$ cat src/source/jpq_pkg.sv
// jpeg quantizer shared types

package jpq_pkg;

    ///////////////////////////////////////////////////////////////////////
    // geometry
    localparam int coef_width = 16;
    localparam int qval_width = 8;
    localparam int block_size = 64;
    localparam int blocks_per_group = 5;
    localparam int num_groups = 4;

    typedef logic [5:0] coef_idx_t;
    typedef logic [2:0] block_idx_t;

    // group slots wrap from 3 back to 0
    typedef logic [1:0] group_idx_t;

    typedef enum logic {
        WAIT     = 1'b0,
        QUANTIZE = 1'b1
    } quant_state_e;

    ///////////////////////////////////////////////////////////////////////
    // bundles

    // the index is row-major within the block
    typedef struct packed {
        group_idx_t                    group;
        block_idx_t                    block;
        coef_idx_t                     index;
        logic signed [coef_width-1:0]  coef;
    } coef_wr_t;

    // the index is a zig-zag position
    typedef struct packed {
        coef_idx_t                     index;
        logic [qval_width-1:0]         value;
    } qtab_wr_t;

    typedef struct packed {
        group_idx_t                    group;
        block_idx_t                    block;
        coef_idx_t                     index;
    } quant_tag_t;

    typedef struct packed {
        quant_tag_t                    tag;
        logic signed [coef_width-1:0]  quotient;
    } quant_out_t;

endpackage
$ cat src/source/quant_table_ram.sv
// quantization table memory

`timescale 1ns/1ps

module quant_table_ram (
    input  logic                             clock,
    input  logic                             wr_valid_i,
    input  jpq_pkg::qtab_wr_t                wr_i,
    input  jpq_pkg::coef_idx_t               rd_index_i,
    output logic [jpq_pkg::qval_width-1:0]   rd_data_o
);

    // one divisor per zig-zag position
    logic [jpq_pkg::qval_width-1:0] mem [jpq_pkg::block_size];

    always_ff @(posedge clock) begin
        if (wr_valid_i) begin
            mem[wr_i.index] <= wr_i.value;
        end
        rd_data_o <= mem[rd_index_i];
    end

endmodule

$ cat config.mk
export PLATFORM = sky130hd
export DESIGN_NAME = quant_table_ram
export DESIGN_NICKNAME = d
export VERILOG_FILES = /design/src/source/jpq_pkg.sv /design/src/source/quant_table_ram.sv
export SDC_FILE = /design/constraint.sdc
export NUM_CORES = 1
export LEC_CHECK = 0
export BUFFER_PORTS_ARGS = -buffer_cell sky130_fd_sc_hd__buf_2
export CAP_MARGIN = 0
export CORE_ASPECT_RATIO = 0.8
export CORE_MARGIN = 3
export CORE_UTILIZATION = 62
export CTS_CLUSTER_SIZE = 28
export DETAILED_ROUTE_END_ITERATION = 8
export PLACE_DENSITY_LB_ADDON = 0.12
export SLEW_MARGIN = 20
export SYNTH_ARGS = -nofsm -noshare
export SYNTH_HDL_FRONTEND = slang
export SYNTH_SLANG_ARGS = --single-unit
$ cat constraint.sdc
create_clock -name clock -period 2.9 [get_ports clock]
set_input_delay 0.58 -clock clock [delete_from_list [all_inputs] [get_ports clock]]
set_output_delay 0.58 -clock clock [all_outputs]
set_load 0.01 [all_outputs]
==> flow_metrics.py <==
metrics = {
    "status": {
        "outcome": "complete, no violations",
    },
    "grt": {
        "grt_use_total_pct": 26.2,
        "grt_remaining_overflow": 0,
        "first_global_vias": 10536,
        "grt_first_pass_wirelength_mm": 67.3,
        "grt_max_degree": 65,
        "grt_antenna_before_repair": 1,
    },
    "sta": {
        "max_slew.worst_pin.slew_ps": 778,
        "fin_setup_tns_ps": 0,
        "layout_worst_path_cycle_share_pct": 76.0,
        "fin_clk_skew_ps": 15.8,
        "setup-violations-final": 0,
        "finalCriticalPeriod_ps": 2200,
        "slew_headroom_pct": 48.2,
        "max_slew_violation_count": 0,
        "grt_setup_unrepaired": "no",
        "report.final.hold_viol_count": 0,
        "max_clock_freq_mhz": 454,
    },
    "critical_path": {
        "critical_path_required_ps": 3330,
        "critical_path.n_buffers_inverters": 3,
        "setup.worst_path.end_class": "flip-flop",
        "max_stage_delay_ps": 670,
        "critical_path_arrival_ps": 2640,
        "timing.critical_path.max_delay_family": "compound AO/OA/AOI/OAI gates",
        "worst-r2r-cell-count": 5,
        "timing.critical_path.cells": "buf_4 -> buf_12 -> mux4_2 -> nor2b_1 -> a2111oi_0 -> buf_4 -> o41ai_1",
        "critPathMaxFanout": 47,
        "worst-path-stages": 7,
        "crit_path_start_kind": "primary input",
        "timing.critical_path.slowest_stage_cell": "sky130_fd_sc_hd__a2111oi_0",
        "cell_mode_on_critical_path": "sky130_fd_sc_hd__buf_4",
        "setup.worst_path.class": "in2reg",
    },
    "logic_synthesis": {
        "synthesis.instances": 940,
        "yosys_register_bits": 520,
        "synth_compound_area_share_pct": 2.07,
        "synthDominantAreaCellType": "sky130_fd_sc_hd__edfxtp_1",
        "synthTopCellsByArea": "sky130_fd_sc_hd__edfxtp_1 (76%), sky130_fd_sc_hd__mux4_2 (14%), sky130_fd_sc_hd__nor2_1 (1.5%)",
        "largest_family_of_logic_cells_by_synthesized_area": "multiplexers",
        "post_synth_and_or_nand_nor_area_fraction_pct": 3.39,
        "synth_enable_flop_cells": 512,
        "syn-num-nets": 962,
        "syn-mean-instance-area_sq_um": 21.5,
        "synth_warnings": 0,
        "synth_fa_ha_area_share_pct": 0,
        "synth_largest_type_area_fraction_pct": 76.2,
        "synth.cell_area_sq_um": 20200,
        "synth.area.mux_share_pct": 15.9,
        "synth_cell_type_count": 40,
        "synthArstFlopShare_pct": 0,
        "yosys.area_share.xor_xnor_pct": 0,
        "yosys_most_used_dff": "sky130_fd_sc_hd__edfxtp_1",
        "synth_seq_area_share_pct": 77.0,
    },
    "routing": {
        "dr_total_vias": 10119,
        "iter_0_drt_violations": 1256,
        "routedWlPerCell_um": 29.1,
        "drt-total-wl_mm": 44.6,
        "avgViaCountPerCell": 6.61,
        "drtPass1Iterations": 5,
        "postRouteAntennaNets": 0,
        "final_routed_drc_violation_total": 0,
    },
    "final_layout": {
        "area_growth_syn_to_layout_pct": 13.4,
        "antennaDiodeCount": 0,
        "fillerInstances": 1793,
        "finish.cell_count_without_fillers": 1532,
        "multi_input_area_sq_um": 4320,
        "drive_gt1_share_pct": 30.5,
        "register_area_sq_um": 15500,
        "finish.net_count": 1098,
    },
    "clock_network": {
        "clkLatencyLatePin_ps": 560,
        "ctsRootBufferMaster": "sky130_fd_sc_hd__clkbuf_16",
        "cts-buffers-inserted": 48,
        "cts.repair.resized": 0,
        "cts_tree": "built",
        "clock_tree.buffer_depth": 3,
        "clock_sink_count": 520,
        "cts.repair_timing.setup_buffer_count": 0,
        "htreeDepth": 2,
        "clock_pin_slew_of_the_registers_on_the_worst_case_setup_and_hold_paths_ps": 60,
        "cts.hold.buffers_added": 0,
    },
    "die": {
        "chipWidth_um": 208,
        "design.die.area_sq_um": 34700,
        "ios": 30,
        "placementRows": 58,
        "initial_utilization_pct": 63.6,
        "floorplan.core_area_sq_um": 31700,
        "die_height_um": 167,
    },
    "placement": {
        "place_hpwl_mm": 28.5,
        "place.port_buffers": 29,
        "gp_congestion": 0.881,
        "placedCellCount": 1446,
    },
    "run": {
        "maxCapViolations": 0,
    },
    "pwr": {
        "pwr_density_cell_nw_per_um2": 654,
        "leakage_nw": 7.36,
        "ir_drop_mv": 0.605,
    },
    "worst_hold_path": {
        "hold_path_class": "in2reg",
        "worst_hold_path_cells": 3,
    },
}
[routing by layer]
metal | vias to the layer above | routed length, um | track usage [%]
li1 | 4192 | - | -
met1 | 5245 | 17800 | 38.5
met2 | 586 | 20800 | 39.8
met3 | 94 | 4670 | 6.71
met4 | 2 | 1390 | 8.61
met5 | - | 10 | 0
[metrics by stage]
| stage | worst slack (ps) | total power (W) | hold WS [ps] | util [%] | cell area (sq um) |
|---|---|---|---|---|---|
| after detailed placement | 100 | 0.00930 | 825 | 67.6 | 21400 |
| after global routing | 615 | 0.0154 | 450 | 72.1 | 22900 |
| after CTS | 680 | 0.0150 | 415 | 72.1 | 22900 |
| after global placement | 103 | 0.00927 | 824 | 67.6 | 21400 |
| final | 697 | 0.0149 | 448 | 72.1 | 22900 |
| after floorplan | 652 | 0.00894 | 679 | - | 20200 |
[path summary, 6_finish.rpt]
path | endpoint | startpoint | slack [ps]
worst min-delay path | rd_data_o[2]$_DFF_P_ | rd_index_i[5] | 450
worst max-delay path | rd_data_o[3]$_DFF_P_ | rd_index_i[1] | 700
worst max register to register | rd_data_o[3]$_DFF_P_ | mem[2][3]$_DFFE_PP_ | 800
worst min register to register | rd_data_o[6]$_DFF_P_ | mem[26][6]$_DFFE_PP_ | 860
[cells by family (layout without fill, tap and decap cells)]
| group | Yosys count | after routing |
|---|---|---|
| compound gates | 54 | 54 |
| simple gates | 153 | 153 |
| buf+inv | 51 | 223 |
| flops | 520 | 520 |
| mux | 162 | 162 |
[power by group]
group	internal, W	total [W]	switching, W
Combinational	0.000322	0.000802	0.000480
Sequential	0.00832	0.00835	0.0000289
Clock	0.00326	0.00580	0.00254
Total	0.0119	0.0149	0.00305
[cells in the mapped netlist (11+ instances only)]
cell type / count
sky130_fd_sc_hd__mux2i_1: 23
sky130_fd_sc_hd__clkbuf_1: 17
sky130_fd_sc_hd__nand2_1: 19
sky130_fd_sc_hd__mux2_2: 13
sky130_fd_sc_hd__buf_2: 11
sky130_fd_sc_hd__buf_4: 13
sky130_fd_sc_hd__nor2_1: 83
sky130_fd_sc_hd__nand3_1: 13
sky130_fd_sc_hd__mux4_2: 126
sky130_fd_sc_hd__edfxtp_1: 512
sky130_fd_sc_hd__nor2b_1: 14
[final cells by class]
type,count,share of cell area (%)
sequential,520,67.9
timing repair buffer,137,4.62
clock inverter,25,0.728
tap,420,2.30
multi-input combinational,369,18.9
clock buffer,61,5.56
[placed cells by master, fill, tap and decap left out, drive strengths merged]
| cell | count |
|---|---|
| edfxtp | 512 |
| buf | 136 |
| mux4 | 126 |
| nor2 | 83 |
| clkbuf | 62 |
| mux2i | 23 |
| clkinv | 20 |
| nand2 | 19 |
| nor2b | 14 |
| mux2 | 13 |
| nand3 | 13 |
| o221ai | 8 |
| o22ai | 8 |
| dfxtp | 8 |
| nand2b | 7 |
| nor3 | 7 |
| a221oi | 6 |
| a211oi | 4 |
| o21ai | 4 |
| nand3b | 3 |
| a21oi | 3 |
| a22oi | 3 |
| o2111ai | 3 |
| o2bb2ai | 3 |
| clkinvlp | 3 |
| o221a | 2 |
| nor4 | 2 |
| o32ai | 2 |
| a2111oi | 2 |
| o21a | 2 |
| o41ai | 2 |
| nand4 | 2 |
| bufinv | 2 |
| and2 | 1 |
| nand4b | 1 |
| or3 | 1 |
| a31oi | 1 |
| o311ai | 1 |
[registers in the layout (all words and copies together) (netlist names)]
register and cells:
rd_data_o 8, mem 512
[tightest hold or removal path: stages]
cell and delay [ps]:
sky130_fd_sc_hd__buf_2 200, sky130_fd_sc_hd__nand2_1 120, sky130_fd_sc_hd__o2bb2ai_1 60
No activity file was read; power rests on OpenSTA's default activity.
