### config.mk
export PLATFORM = sky130hd
export DESIGN_NAME = quant_sequencer
export DESIGN_NICKNAME = d
export VERILOG_FILES = /design/src/source/jpq_pkg.sv /design/src/source/quant_sequencer.sv /design/src/source/zig_zag_order.sv
export SDC_FILE = /design/constraint.sdc
export NUM_CORES = 1
export LEC_CHECK = 0
export BUFFER_PORTS_ARGS = -buffer_cell sky130_fd_sc_hd__buf_2
export CAP_MARGIN = 20
export CORE_AREA = 5 5 94 96
export CTS_BUF_LIST = sky130_fd_sc_hd__clkbuf_4
export CTS_CLUSTER_SIZE = 20
export DETAILED_ROUTE_END_ITERATION = 10
export DIE_AREA = 0 0 99 101
export SLEW_MARGIN = 10
export SYNTH_ARGS = -nofsm -noshare
export SYNTH_HDL_FRONTEND = slang
export SYNTH_SLANG_ARGS = --single-unit
### constraint.sdc
create_clock -name clock -period 3.3 [get_ports clock]
set_clock_uncertainty 0.05 [all_clocks]
set_input_delay 0.165 -clock clock [delete_from_list [all_inputs] [get_ports clock]]
set_output_delay 0.165 -clock clock [all_outputs]
set_load 0.01 [all_outputs]
### src/source/jpq_pkg.sv
// jpeg quantizer shared types

package jpq_pkg;

    ///////////////////////////////////////////////////////////////////////
    // geometry
    localparam int coef_width = 16;
    localparam int qval_width = 8;
    localparam int block_size = 64;
    localparam int blocks_per_group = 5;
    localparam int num_groups = 4;

    typedef logic [5:0] coef_idx_t;
    typedef logic [2:0] block_idx_t;

    // group slots wrap from 3 back to 0
    typedef logic [1:0] group_idx_t;

    typedef enum logic {
        WAIT     = 1'b0,
        QUANTIZE = 1'b1
    } quant_state_e;

    ///////////////////////////////////////////////////////////////////////
    // bundles

    // the index is row-major within the block
    typedef struct packed {
        group_idx_t                    group;
        block_idx_t                    block;
        coef_idx_t                     index;
        logic signed [coef_width-1:0]  coef;
    } coef_wr_t;

    // the index is a zig-zag position
    typedef struct packed {
        coef_idx_t                     index;
        logic [qval_width-1:0]         value;
    } qtab_wr_t;

    typedef struct packed {
        group_idx_t                    group;
        block_idx_t                    block;
        coef_idx_t                     index;
    } quant_tag_t;

    typedef struct packed {
        quant_tag_t                    tag;
        logic signed [coef_width-1:0]  quotient;
    } quant_out_t;

endpackage
### src/source/quant_sequencer.sv
// quantizer read sequencer

`timescale 1ns/1ps

module quant_sequencer #(
    parameter int num_blocks = jpq_pkg::blocks_per_group
) (
    input  logic                 clock,
    input  logic                 nreset,
    input  logic                 group_done_i,
    output jpq_pkg::group_idx_t  coef_group_o,
    output jpq_pkg::block_idx_t  coef_block_o,
    output jpq_pkg::coef_idx_t   coef_index_o,
    output jpq_pkg::coef_idx_t   qtab_index_o,
    output logic                 req_valid_o,
    output jpq_pkg::quant_tag_t  req_tag_o
);

    localparam jpq_pkg::block_idx_t last_block = jpq_pkg::block_idx_t'(num_blocks - 1);
    localparam jpq_pkg::coef_idx_t last_index = jpq_pkg::coef_idx_t'(jpq_pkg::block_size - 1);

    jpq_pkg::quant_state_e state;
    jpq_pkg::group_idx_t   written_count;
    jpq_pkg::group_idx_t   read_slot;
    jpq_pkg::block_idx_t   block_cnt;
    jpq_pkg::coef_idx_t    zz_cnt;
    jpq_pkg::coef_idx_t    rm_index;
    logic                  addr_valid;
    jpq_pkg::quant_tag_t   addr_tag;

    // the producer finishes slots in order, so a counter tracks the newest one
    always_ff @(posedge clock) begin
        if (nreset) begin
            written_count <= '0;
        end else if (group_done_i) begin
            written_count <= written_count + 1'b1;
        end
    end

    ///////////////////////////////////////////////////////////////////////
    // group walk
    always_ff @(posedge clock) begin
        if (nreset) begin
            state <= jpq_pkg::WAIT;
            read_slot <= '0;
            block_cnt <= '0;
            zz_cnt <= '0;
        end else begin
            case (state)
                jpq_pkg::WAIT: begin
                    block_cnt <= '0;
                    zz_cnt <= '0;
                    if (read_slot != written_count) begin
                        state <= jpq_pkg::QUANTIZE;
                    end
                end

                jpq_pkg::QUANTIZE: begin
                    // the zig-zag counter wraps to 0 on its own after position 63
                    zz_cnt <= zz_cnt + 1'b1;
                    if (zz_cnt == last_index) begin
                        if (block_cnt == last_block) begin
                            block_cnt <= '0;
                            read_slot <= read_slot + 1'b1;
                            state <= jpq_pkg::WAIT;
                        end else begin
                            block_cnt <= block_cnt + 1'b1;
                        end
                    end
                end

                default: begin
                    state <= jpq_pkg::WAIT;
                end
            endcase
        end
    end

    zig_zag_order u_zig_zag (
        .zz_index_i        (zz_cnt),
        .row_major_index_o (rm_index)
    );

    ///////////////////////////////////////////////////////////////////////
    // address and request registers

    // addresses leave registered, the strobe follows one cycle later with the read data
    always_ff @(posedge clock) begin
        coef_group_o <= read_slot;
        coef_block_o <= block_cnt;
        coef_index_o <= rm_index;
        qtab_index_o <= zz_cnt;
        addr_tag.group <= read_slot;
        addr_tag.block <= block_cnt;
        addr_tag.index <= zz_cnt;
        req_tag_o <= addr_tag;
    end

    always_ff @(posedge clock) begin
        if (nreset) begin
            addr_valid <= 1'b0;
            req_valid_o <= 1'b0;
        end else begin
            addr_valid <= (state == jpq_pkg::QUANTIZE);
            req_valid_o <= addr_valid;
        end
    end

endmodule

### src/source/zig_zag_order.sv
// zig-zag scan lookup

`timescale 1ns/1ps

module zig_zag_order (
    input  jpq_pkg::coef_idx_t zz_index_i,
    output jpq_pkg::coef_idx_t row_major_index_o
);

    // standard jpeg scan, position along the zig-zag path to row * 8 + column
    always_comb begin
        case (zz_index_i)
            6'd0:  row_major_index_o = 6'd0;
            6'd1:  row_major_index_o = 6'd1;
            6'd2:  row_major_index_o = 6'd8;
            6'd3:  row_major_index_o = 6'd16;
            6'd4:  row_major_index_o = 6'd9;
            6'd5:  row_major_index_o = 6'd2;
            6'd6:  row_major_index_o = 6'd3;
            6'd7:  row_major_index_o = 6'd10;
            6'd8:  row_major_index_o = 6'd17;
            6'd9:  row_major_index_o = 6'd24;
            6'd10: row_major_index_o = 6'd32;
            6'd11: row_major_index_o = 6'd25;
            6'd12: row_major_index_o = 6'd18;
            6'd13: row_major_index_o = 6'd11;
            6'd14: row_major_index_o = 6'd4;
            6'd15: row_major_index_o = 6'd5;
            6'd16: row_major_index_o = 6'd12;
            6'd17: row_major_index_o = 6'd19;
            6'd18: row_major_index_o = 6'd26;
            6'd19: row_major_index_o = 6'd33;
            6'd20: row_major_index_o = 6'd40;
            6'd21: row_major_index_o = 6'd48;
            6'd22: row_major_index_o = 6'd41;
            6'd23: row_major_index_o = 6'd34;
            6'd24: row_major_index_o = 6'd27;
            6'd25: row_major_index_o = 6'd20;
            6'd26: row_major_index_o = 6'd13;
            6'd27: row_major_index_o = 6'd6;
            6'd28: row_major_index_o = 6'd7;
            6'd29: row_major_index_o = 6'd14;
            6'd30: row_major_index_o = 6'd21;
            6'd31: row_major_index_o = 6'd28;
            6'd32: row_major_index_o = 6'd35;
            6'd33: row_major_index_o = 6'd42;
            6'd34: row_major_index_o = 6'd49;
            6'd35: row_major_index_o = 6'd56;
            6'd36: row_major_index_o = 6'd57;
            6'd37: row_major_index_o = 6'd50;
            6'd38: row_major_index_o = 6'd43;
            6'd39: row_major_index_o = 6'd36;
            6'd40: row_major_index_o = 6'd29;
            6'd41: row_major_index_o = 6'd22;
            6'd42: row_major_index_o = 6'd15;
            6'd43: row_major_index_o = 6'd23;
            6'd44: row_major_index_o = 6'd30;
            6'd45: row_major_index_o = 6'd37;
            6'd46: row_major_index_o = 6'd44;
            6'd47: row_major_index_o = 6'd51;
            6'd48: row_major_index_o = 6'd58;
            6'd49: row_major_index_o = 6'd59;
            6'd50: row_major_index_o = 6'd52;
            6'd51: row_major_index_o = 6'd45;
            6'd52: row_major_index_o = 6'd38;
            6'd53: row_major_index_o = 6'd31;
            6'd54: row_major_index_o = 6'd39;
            6'd55: row_major_index_o = 6'd46;
            6'd56: row_major_index_o = 6'd53;
            6'd57: row_major_index_o = 6'd60;
            6'd58: row_major_index_o = 6'd61;
            6'd59: row_major_index_o = 6'd54;
            6'd60: row_major_index_o = 6'd47;
            6'd61: row_major_index_o = 6'd55;
            6'd62: row_major_index_o = 6'd62;
            6'd63: row_major_index_o = 6'd63;
        endcase
    end

endmodule

==> results.sh <==
export IMPL_yosys_register_bits=44
export IMPL_synth_distinct_cells=40
export IMPL_chipWidth_um=99
export IMPL_synthFlopType="dfxtp_1"
export IMPL_drive_gt1_share_pct=23.1
export IMPL_synth_edff_count=0
export IMPL_wl_met2_um=1910
export IMPL_io_buffers=31
export IMPL_io_pins=32
export IMPL_min_period_ps=2510
export IMPL_netlist_area_mm2=0.00192
export IMPL_max_freq_ghz=0.398
export IMPL_dr_wl_met3_um=242
export IMPL_antenna_found_initial=1
export IMPL_syn_avg_cell_area_um2=9.76
export IMPL_htreeDepth=2
export IMPL_critPathMaxFanout=19
export IMPL_setup_viol=0
export IMPL_cts_tree="yes"
export IMPL_ir_worst_vdd_mv=0.177
export IMPL_slew_viol_final=0
export IMPL_cap_viol_max_count=0
export IMPL_worstSetupPathType="flip-flop to flip-flop"
export IMPL_yosys_top_cells_area="dfxtp_1 46%, ha_1 10%, nor2_1 4.1%"
export IMPL_insertion_delay_ps=360
export IMPL_async_reset_ff_share_pct=0
export IMPL_r2r_end="coef_index_o[3]"
export IMPL_drc=0
export IMPL_post_route_period_util_pct=76.2
export IMPL_outcome="completed"
export IMPL_grt_pass1_vias=1358
export IMPL_core_mm2=0.00797
export IMPL_r2r_start="zz_cnt[0]"
export IMPL_dr_max_layer_used="met4"
export IMPL_clock_sinks=44
export IMPL_yosysTopAreaCell="dfxtp_1"
export IMPL_vias_per_cell=4.39
export IMPL_fill_cells=829
export IMPL_grt_ovfl_total=0
export IMPL_critPathLaunchType="flip-flop"
export IMPL_cts_root_to_sink_buffers=2
export IMPL_grt_usage_pct=8.14
export IMPL_cp_data_required_time_ps=3500
export IMPL_p_per_area_mw_per_mm2=424
export IMPL_wl_met1_um=1740
export IMPL_rsz0062_at_grt="false"
export IMPL_gp_congestion=0.849
export IMPL_cellLeakagePower_nw=0.940
export IMPL_rows=33
export IMPL_final_hold_viol_count=0
export IMPL_tightest_slew_ps=689
export IMPL_cts_resized=0
export IMPL_cp_arrival_ps=2710
export IMPL_ys_seq_area_share_pct=45.8
export IMPL_hold_path_class="input pin to flip-flop"
export IMPL_syn_inst=197
export IMPL_ctsRootBufferMaster="clkbuf_4"
export IMPL_r2r_cells=5
export IMPL_synth_most_common_cell="dfxtp_1"
export IMPL_cp_slowest_cell="dfxtp_1"
export IMPL_die_y_um=101
export IMPL_clkTransAtPathRegs_ps=140
export IMPL_ys_warnings_count=0
export IMPL_grt_pass1_wl_um=6470
export IMPL_synth_top_area_share_pct=45.8
export IMPL_synth_common_cells="44 x dfxtp_1, 21 x nor2_1, 16 x ha_1"
export IMPL_crit_path_start="zz_cnt[0]"
export IMPL_dp_hpwl_um=2850
export IMPL_floorplan_initialDensity_pct=24.1
export IMPL_nNetsFinal=247
export IMPL_grt_max_degree=20
export IMPL_worst_slew_margin_rel_pct=54.0
export IMPL_fin_setup_tns_ps=0
export IMPL_cts_buffers=5
export IMPL_ant_nets=0
export IMPL_endpoint_kind="flip-flop"
export IMPL_drt_pass1_iter_count=6
export IMPL_syn_nets=216
export IMPL_wire_per_inst_um=11.8
export IMPL_max_stage_delay_ps=740
export IMPL_wl_um=3960
export IMPL_syn_to_final_growth_pct=18.6
export IMPL_power_total_mw=0.967
export IMPL_drtIter0Drc=122
export IMPL_regToRegSetupSlack_ps=790
export IMPL_cp_endpoint="coef_index_o[3]"
export IMPL_worstPathCellList="inv_2 -> ha_1 -> inv_2 -> mux4_2 -> mux4_2"
export IMPL_dr_total_vias=1471
export IMPL_die_area_mm2=0.0100
==> stage by stage <==
step	cell area [µm²]	cells	hold slack, ps	util [%]	setup slack, ps
global route	2280	335	115	28.6	622
global placement	2170	324	281	27.3	912
finish	2280	335	101	28.6	787
detailed placement	2170	324	281	27.3	819
CTS	2280	334	97.1	28.6	783
floorplan	1920	197	187	-	959
==> sequential cells by signal, summed over array words and instances, names as in the netlist <==
signal	cells
addr_tag	11
addr_valid	1
block_cnt	3
coef_index_o	6
read_slot	2
req_tag_o	11
req_valid_o	1
state	1
written_count	2
zz_cnt	6
==> placed cells by master, fill, tap and decap left out, types with 3 or more instances in the layout <==
cell type and count:
xnor2_1 7, nor3_1 3, nand2_1 12, a21oi_1 11
o21ai_0 3, dfxtp_1 44, inv_1 9, mux4_2 3
buf_2 31, xor2_1 3, inv_2 6, ha_1 16
nand2b_1 6, mux2i_1 6, o21ai_1 6, clkbuf_4 5
nor2_1 21
==> what timing repair did <==
item / in CTS / in global routing
hold buffers: 2 / 0
buffers inserted: 0 / 0
hold endpoints to repair: 6 / 0
==> metal layers <==
| layer | track usage (%) | vias up |
|---|---|---|
| li1 | - | 739 |
| met1 | 9.56 | 685 |
| met2 | 13.4 | 41 |
| met3 | 2.08 | 6 |
| met4 | 4.73 | 0 |
| met5 | 0 | - |
==> worst min-delay path by stage <==
| stage | startpoint | end | slack [ps] | cells past startpoint |
|---|---|---|---|---|
| after floorplan | nreset | req_valid_o | 190 | 1 |
| after global placement | addr_tag[6] | req_tag_o[6] | 280 | 0 |
| final | group_done_i | written_count[1] | 100 | 4 |
| after CTS | group_done_i | written_count[1] | 100 | 4 |
| after detailed placement | addr_tag[4] | req_tag_o[4] | 280 | 0 |
| after global routing | group_done_i | written_count[1] | 120 | 4 |
==> cells by family after synthesis <==
group | share of synthesized area (%)
adders and majority gates | 10.4
muxes | 7.23
buffers and inverters | 5.53
DFF | 45.8
AOI/OAI and AO/OA | 13.3
xor gates and xnor gates | 4.56
and+or+nand+nor | 13.2
==> cell type report <==
cell class / count / area (µm²) / area share [%]
diodes: 1 / 2.50 / 0.110
repair buffers: 35 / 190 / 8.34
multi-input cells: 127 / 935 / 41.0
inverters: 15 / 56.3 / 2.47
flip-flops and latches: 44 / 881 / 38.6
clock inverters: 3 / 46.3 / 2.03
clock buffers: 5 / 37.5 / 1.65
well taps: 105 / 131 / 5.76
==> report_power, final <==
| group | switching, mW | leakage (nW) | internal (mW) |
|---|---|---|---|
| Sequential | 0.0107 | 0.356 | 0.542 |
| Combinational | 0.0329 | 0.543 | 0.0279 |
| Clock | 0.191 | 0.0418 | 0.162 |
| Total | 0.235 | 0.940 | 0.732 |
==> critical path, delay by kind of cell (launching register included) <==
family / cells / cell delay [ps]
buf+inv: 2 / 240
mux: 2 / 920
flops: 1 / 740
fa+ha+maj: 1 / 450
Power figures use the tool's default switching activity.
