<file path="config.mk">
export PLATFORM = sky130hd
export DESIGN_NAME = pipelined_divider
export DESIGN_NICKNAME = d
export VERILOG_FILES = /design/src/source/jpq_pkg.sv /design/src/source/pipelined_divider.sv
export SDC_FILE = /design/constraint.sdc
export NUM_CORES = 1
export LEC_CHECK = 0
export BUFFER_PORTS_ARGS = -buffer_cell sky130_fd_sc_hd__buf_4
export CORE_UTILIZATION = 45
export CTS_CLUSTER_SIZE = 8
export DETAILED_ROUTE_END_ITERATION = 10
export PLACE_DENSITY = 0.69
export SLEW_MARGIN = 10
export SYNTH_ARGS = -nofsm -noshare
export SYNTH_HDL_FRONTEND = slang
export SYNTH_SLANG_ARGS = --single-unit
</file>
<file path="constraint.sdc">
create_clock -name clock -period 4.3 [get_ports clock]
set_clock_uncertainty 0.1 [all_clocks]
set_input_delay 0.86 -clock clock [delete_from_list [all_inputs] [get_ports clock]]
set_output_delay 0.86 -clock clock [all_outputs]
set_load 0.05 [all_outputs]
</file>
<file path="src/source/jpq_pkg.sv">
// jpeg quantizer shared types

package jpq_pkg;

    ///////////////////////////////////////////////////////////////////////
    // geometry
    localparam int coef_width = 16;
    localparam int qval_width = 8;
    localparam int block_size = 64;
    localparam int blocks_per_group = 5;
    localparam int num_groups = 4;

    typedef logic [5:0] coef_idx_t;
    typedef logic [2:0] block_idx_t;

    // group slots wrap from 3 back to 0
    typedef logic [1:0] group_idx_t;

    typedef enum logic {
        WAIT     = 1'b0,
        QUANTIZE = 1'b1
    } quant_state_e;

    ///////////////////////////////////////////////////////////////////////
    // bundles

    // the index is row-major within the block
    typedef struct packed {
        group_idx_t                    group;
        block_idx_t                    block;
        coef_idx_t                     index;
        logic signed [coef_width-1:0]  coef;
    } coef_wr_t;

    // the index is a zig-zag position
    typedef struct packed {
        coef_idx_t                     index;
        logic [qval_width-1:0]         value;
    } qtab_wr_t;

    typedef struct packed {
        group_idx_t                    group;
        block_idx_t                    block;
        coef_idx_t                     index;
    } quant_tag_t;

    typedef struct packed {
        quant_tag_t                    tag;
        logic signed [coef_width-1:0]  quotient;
    } quant_out_t;

endpackage
</file>
<file path="src/source/pipelined_divider.sv">
// pipelined restoring divider

`timescale 1ns/1ps

module pipelined_divider (
    input  logic                                  clock,
    input  logic                                  nreset,
    input  logic                                  valid_i,
    input  logic signed [jpq_pkg::coef_width-1:0] dividend_i,
    input  logic [jpq_pkg::qval_width-1:0]        divisor_i,
    input  jpq_pkg::quant_tag_t                   tag_i,
    output logic                                  valid_o,
    output jpq_pkg::quant_out_t                   result_o
);

    localparam int stages = jpq_pkg::coef_width;

    // work starts as the dividend magnitude and fills with quotient bits from the right
    typedef struct packed {
        logic [jpq_pkg::qval_width-1:0]  rem;
        logic [jpq_pkg::coef_width-1:0]  work;
        logic [jpq_pkg::qval_width-1:0]  divisor;
        logic                            neg;
        jpq_pkg::quant_tag_t             tag;
    } stage_t;

    stage_t              head;
    stage_t              stage_q [stages];
    logic [stages-1:0]   valid_q;
    logic [jpq_pkg::coef_width-1:0] magnitude;

    // one quotient bit, the remainder stays below the divisor so it fits in 8 bits
    function automatic stage_t div_step(input stage_t cur);
        stage_t nxt;
        logic [jpq_pkg::qval_width:0] trial;
        logic [jpq_pkg::qval_width:0] diff;
        nxt = cur;
        trial = {cur.rem, cur.work[jpq_pkg::coef_width-1]};
        diff = trial - {1'b0, cur.divisor};
        if (trial >= {1'b0, cur.divisor}) begin
            nxt.rem = diff[jpq_pkg::qval_width-1:0];
            nxt.work = {cur.work[jpq_pkg::coef_width-2:0], 1'b1};
        end else begin
            nxt.rem = trial[jpq_pkg::qval_width-1:0];
            nxt.work = {cur.work[jpq_pkg::coef_width-2:0], 1'b0};
        end
        return nxt;
    endfunction

    // -32768 negates to 16'h8000, which is the right magnitude when read unsigned
    assign magnitude = dividend_i[jpq_pkg::coef_width-1] ? -dividend_i : dividend_i;

    always_comb begin
        head.rem = '0;
        head.work = magnitude;
        head.divisor = divisor_i;
        head.neg = dividend_i[jpq_pkg::coef_width-1];
        head.tag = tag_i;
    end

    ///////////////////////////////////////////////////////////////////////
    // stages
    always_ff @(posedge clock) begin
        stage_q[0] <= div_step(head);
        for (int k = 1; k < stages; k++) begin
            stage_q[k] <= div_step(stage_q[k-1]);
        end
    end

    always_ff @(posedge clock) begin
        if (nreset) begin
            valid_q <= '0;
        end else begin
            valid_q <= {valid_q[stages-2:0], valid_i};
        end
    end

    // restoring the sign afterwards truncates toward zero
    assign valid_o = valid_q[stages-1];
    assign result_o.tag = stage_q[stages-1].tag;
    assign result_o.quotient = stage_q[stages-1].neg ? -stage_q[stages-1].work
                                                     : stage_q[stages-1].work;

endmodule

</file>
==> metrics.txt, run 1 <==
global placement routability congestion=0.893; Final Cell Area=around 26000 um^2; vias in the first global route=approximately 12000; largest net degree at the start of global routing=18; CTS Buf Count=98; Num Clock Sinks=704; Tightest Pin Transition=0.565 ns; Port Buffers=65; Yosys warnings=0; Cell Int Power=about 14 mW; total number of vias=12100; initial antenna violation count=0; CTS H-tree depth=3; synthesis-stage register bit count=704; Post-synth ARST share=0; Post-route DRC=0; Post-CTS Resized=0; Pre-antenna DRT Iters=5; r2r endpoint=stage_q[0][218]; area of the multi-input gates=7080 um^2; # diodes=0; Die Area=between 40000 and 50000 um^2; Clock Tree Root=clkbuf_16; IO Pins=66; Floorplan Core Area=slightly below 50000 um^2; CTS Hold Bufs=0; die width=223 um; Clock transition at path regs=0.05 ns; worst setup path category=reg2out; count of final max-slew check failures=0; die outline height=223 um; first-pass GRT wire length=roughly 55 mm; TNS Setup=0 ns; remaining antenna violation count=0; worst slew margin relative to its limit=0.613; global route total overflow=0; EDFF count, synth=0; setup slack, reg-to-reg=1.64 ns; cell count of the worst hold path=0; synthesized area per cell=about 12 um^2; final worst path period need=3.58 ns; vias per cell=4.77; Final Cycle Share=0.834; maximum clock rate=0.279 GHz; Synth Instances=1781; Worst Hold End=stage_q[0][337]; HPWL Detailed=about 23 mm; most common cell after layout, fill and taps aside=dfxtp_1; MaxCap Viol Count=0; GRT Resource Usage Total=0.134; Max clock buf depth=3; Gate power share=0.243; CTS tree=built; # fillers=~4000; Hold WC Path Type=reg2reg; post-CTS setup buffers=0; Cell Area, Placed=about 23000 um^2; most frequent cells in the layout=dfxtp_1, inv_1, ha_1, clkbuf_16, mux2_2; Synth cell types=40; reg2reg start=stage_q[0][150]; total power draw=19.4 mW; RSZ-0062 raised after global routing=false; status=finished, final reports clean; power share of the sequential group=0.417; critical path endpoint category=primary output; top_reg_cell synth=dfxtp_1; maximum vdd drop=~0.00035 V; clk_lat worst skew=between 0.6 and 0.7 ns; Worst Reg2Reg Path Length in Cells=6; crit path max fanout=3; sequential-to-total area share from yosys stat=0.639; Final nets=2079; crit path launch type=flip-flop; LEAKAGE=~12 nW; number of DRC markers in iteration 0=452; Psw=approximately 5.4 mW; layout cells sized above 1=0.137; Syn-to-layout area delta=16.6%; Core Rows=80; share of total power in the clock network=0.340; arrival time worst endpoint=2.62 ns; Reg area=14100 um^2; syn_nets=1957; PwrDens=753 nW/um^2; WL final=32.5 mm; Final Hold Viols=0; Avg WL per Cell=around 13 um; HP Start=stage_q[0][292]; Net Sw Frac=0.279; Finish-stage setup viols=0; synthesized cell area=between 20000 and 25000 um^2; Initial Util=0.459; CP required=3.34 ns
==> state kept, by name, summed over array words and instances (netlist names) <==
register	count
stage_q	688
valid_q	16
==> stage by stage <==
| step | setup WS [ns] | instances | hold slack [ns] | utilization |
|---|---|---|---|---|
| after floorplan | 0.948 | 1781 | 0.210 | - |
| after global placement | 0.710 | 2418 | 0.210 | 0.480 |
| after detailed placement | 0.653 | 2418 | 0.212 | 0.480 |
| after CTS | 0.627 | 2525 | 0.175 | 0.535 |
| after global routing | 0.561 | 2525 | 0.183 | 0.535 |
| final | 0.716 | 2525 | 0.206 | 0.535 |
==> power by group through the flow <==
stage	clock, mW	combinational [mW]	sequential [mW]
detailed placement	0	4.65	8.22
floorplan	0	3.94	8.04
CTS	6.82	4.70	8.10
finish	6.58	4.71	8.09
global route	7.10	5.24	8.20
global placement	0	4.54	8.19
==> logic make-up after synthesis <==
group,Yosys count,share of synthesized area
flops,704,0.639
buf+inv,212,0.0405
fa+ha+maj,138,0.0830
mux,114,0.0565
simple gates,293,0.0679
compound gates,251,0.0860
xor+xnor,69,0.0274
==> per-layer routing <==
layer  GRT usage  vias to the layer above  share of wire
met4      0.0681                        0          0.026
met2       0.226                      217           0.47
met5           0                        -              0
met1       0.158                     5523           0.46
li1            -                     6252              -
met3      0.0354                       64          0.045
==> Yosys cell counts, types with 15 or more instances <==
| master | count | area share |
|---|---|---|
| xnor2_1 | 69 | 0.027 |
| buf_4 | 26 | 0.0088 |
| a21o_1 | 45 | 0.015 |
| a21oi_1 | 32 | 0.0073 |
| dfxtp_1 | 704 | 0.64 |
| a211oi_1 | 28 | 0.0095 |
| o21a_1 | 28 | 0.0095 |
| nor2b_1 | 31 | 0.0088 |
| a211o_1 | 27 | 0.011 |
| clkbuf_1 | 17 | 0.0029 |
| o21ai_0 | 22 | 0.0050 |
| ha_1 | 124 | 0.070 |
| mux2i_1 | 30 | 0.014 |
| inv_1 | 169 | 0.029 |
| nand2b_1 | 32 | 0.0091 |
| nand3_1 | 29 | 0.0066 |
| nor3_1 | 62 | 0.014 |
| mux2_2 | 84 | 0.043 |
| a2111oi_0 | 15 | 0.0060 |
| nor2_1 | 65 | 0.011 |
| nand2_1 | 33 | 0.0056 |
==> layout make-up <==
cell class / instances / share of cell area
inverter: 169 / 0.0247
tap: 615 / 0.0299
timing repair buffer: 65 / 0.0190
sequential: 704 / 0.548
clock inverter: 9 / 0.00827
multi-input combinational: 865 / 0.275
clock buffer: 98 / 0.0953
==> worst max-delay path, stage by stage (launching register included) <==
cell	delay, ns
dfxtp_1	0.32
nor4_1	0.40
nand2_1	0.16
or3_1	0.43
o31ai_1	0.32
xnor2_1	0.16
buf_4	0.22
==> worst max-delay path by stage <==
stage,from,to,slack (ns)
final,stage_q[1][332],result_o[12],0.72
after global routing,stage_q[1][330],result_o[12],0.56
after CTS,stage_q[1][332],result_o[12],0.63
after detailed placement,dividend_i[3],stage_q[0][36],0.65
after global placement,dividend_i[3],stage_q[0][37],0.71
after floorplan,dividend_i[3],stage_q[0][36],0.95
Note: power is estimated with default switching activity, not from simulation.
==> inputs of run 2 (changes only) <==
Clock period 4.3 ns to 3.61 ns, I/O delays scaled along.
==> run 2 against run 1 <==
Final area unchanged. Combinational power up 19%. Sequential cell count unchanged. Global-route usage down 0.080 points. Count of clock-buffer cells in the layout up 2. Total power up 19%. First-iteration DRC count down 20%. Via count up 1.0%. Register-to-register slack worse by 0.66 ns. Worst hold slack worse by 0.11 ns. Core utilization unchanged. Critical path type unchanged. Critical endpoint unchanged.
==> metrics.txt, run 2 (synthesis gave the netlist of run 1 again) <==
status=finished, final reports clean; IO Pins=66; Final nets=~2100; final worst path period need=3.41 ns; most frequent cells in the layout=dfxtp_1, inv_1, ha_1, clkbuf_16, mux2_2; area of the multi-input gates=7080 um^2; Finished Layout Cells=2527; Buf/Inv on CP=1; remaining antenna violation count=0; Reg area=14100 um^2; CP max stage cell=or3_1; clk_lat worst skew=0.63 ns; Post-route DRC=0; Port Buffers=between 60 and 70; Post-CTS Resized=0; maximum clock rate=0.293 GHz; critical path endpoint category=primary output; number of DRC markers in iteration 0=363; crit path launch type=flip-flop; Largest regs=stage_q (688), valid_q (16); CP Cell Sequence=nor4_1, nand2_1, or3_1, o31ai_1, xnor2_1, buf_4; Num Clock Sinks=704; worst setup path category=reg2out; PwrDens=~900 nW/um^2; fin util=0.535; RSZ-0062 raised after global routing=false; global placement routability congestion=roughly 0.9; CP top delay family=simple AND/OR/NAND/NOR gates; Clock transition at path regs=0.05 ns; post-CTS setup buffers=0; die width=223 um; total number of vias=~12000; worst slew margin relative to its limit=0.606; CTS tree=built; vias per cell=roughly 4.8; vias in the first global route=12400; max reg flops=between 600 and 700; GRT Resource Usage Total=0.133; most common cell after layout, fill and taps aside=dfxtp_1; first-pass GRT wire length=55.3 mm; CTS Hold Bufs=0; CP required=2.79 ns; die outline height=around 220 um; layout cells sized above 1=0.137; initial antenna violation count=0; Final Cell Area=25700 um^2; TNS Setup=0 ns; CTS H-tree depth=3; Hold WC Path Type=in2reg; HP Start=tag_i[8]; Core Rows=80; Tightest Pin Transition=between 0.5 and 0.6 ns; crit-path max cell delay=approximately 0.44 ns; # diodes=0; reg2reg start=stage_q[0][194]; arrival time worst endpoint=2.59 ns; Avg WL per Cell=12.8 um; Syn-to-layout area delta=16.6%; Worst Reg2Reg Path Length in Cells=6; r2r endpoint=stage_q[0][260]; Worst Hold End=stage_q[0][8]; WL final=32.3 mm; count of final max-slew check failures=0; Pre-antenna DRT Iters=5; global route total overflow=0; # fillers=4057; Cell Area, Placed=23100 um^2; Final Cycle Share=0.944; Finish-stage setup viols=0; Final Hold Viols=0; MaxCap Viol Count=0; LEAKAGE=11.7 nW; Initial Util=0.459; HPWL Detailed=22.5 mm; Clock Tree Root=clkbuf_16; CTS Buf Count=98; Floorplan Core Area=a little under 50000 um^2; largest net degree at the start of global routing=18; cell count of the worst hold path=1; crit path max fanout=3; Biggest register=stage_q; Die Area=49900 um^2; Placed Cells=2419; maximum vdd drop=~0.00038 V; Max clock buf depth=3; setup slack, reg-to-reg=0.98 ns
[run 2: power breakdown]
part | internal, mW | switching, mW | leakage, nW | total, mW
sequential | 9.13 | 0.505 | 5.90 | 9.63
combinational | 2.72 | 2.88 | 4.51 | 5.60
clock | 4.80 | 3.02 | 1.29 | 7.82
total | 16.6 | 6.40 | 11.7 | 23.0
[run 2: per-stage QoR]
step                      power [mW]  hold slack (ns)  worst slack (ns)
final                           23.0           0.0923             0.201
after floorplan                 14.3            0.210             0.396
after global placement          15.2            0.209             0.187
after detailed placement        15.3            0.212             0.168
after CTS                       23.4           0.0341            0.0921
after global routing            24.5           0.0534            0.0368
[run 2: how the worst max path moves through the flow]
stage / cells after the start / start / endpoint
final: 6 / stage_q[1][332] / result_o[12]
after global routing: 6 / stage_q[1][332] / result_o[12]
after CTS: 6 / stage_q[1][332] / result_o[12]
after detailed placement: 11 / dividend_i[3] / stage_q[0][36]
after global placement: 12 / dividend_i[3] / stage_q[0][37]
after floorplan: 11 / dividend_i[3] / stage_q[0][36]
[run 2: area by class of cell]
class,count,area share
flip-flops and latches,704,0.548
clock inverters,8,0.00768
inverters,169,0.0247
multi-input cells,865,0.275
well taps,615,0.0299
repair buffers,66,0.0193
clock buffers,100,0.0956
[run 2: routing by layer]
metal,routed length [um],vias to the layer above,track usage
met5,0,-,0
met4,904,0,0.0705
met3,1490,71,0.0333
met2,15400,230,0.226
met1,14600,5618,0.155
li1,-,6261,-
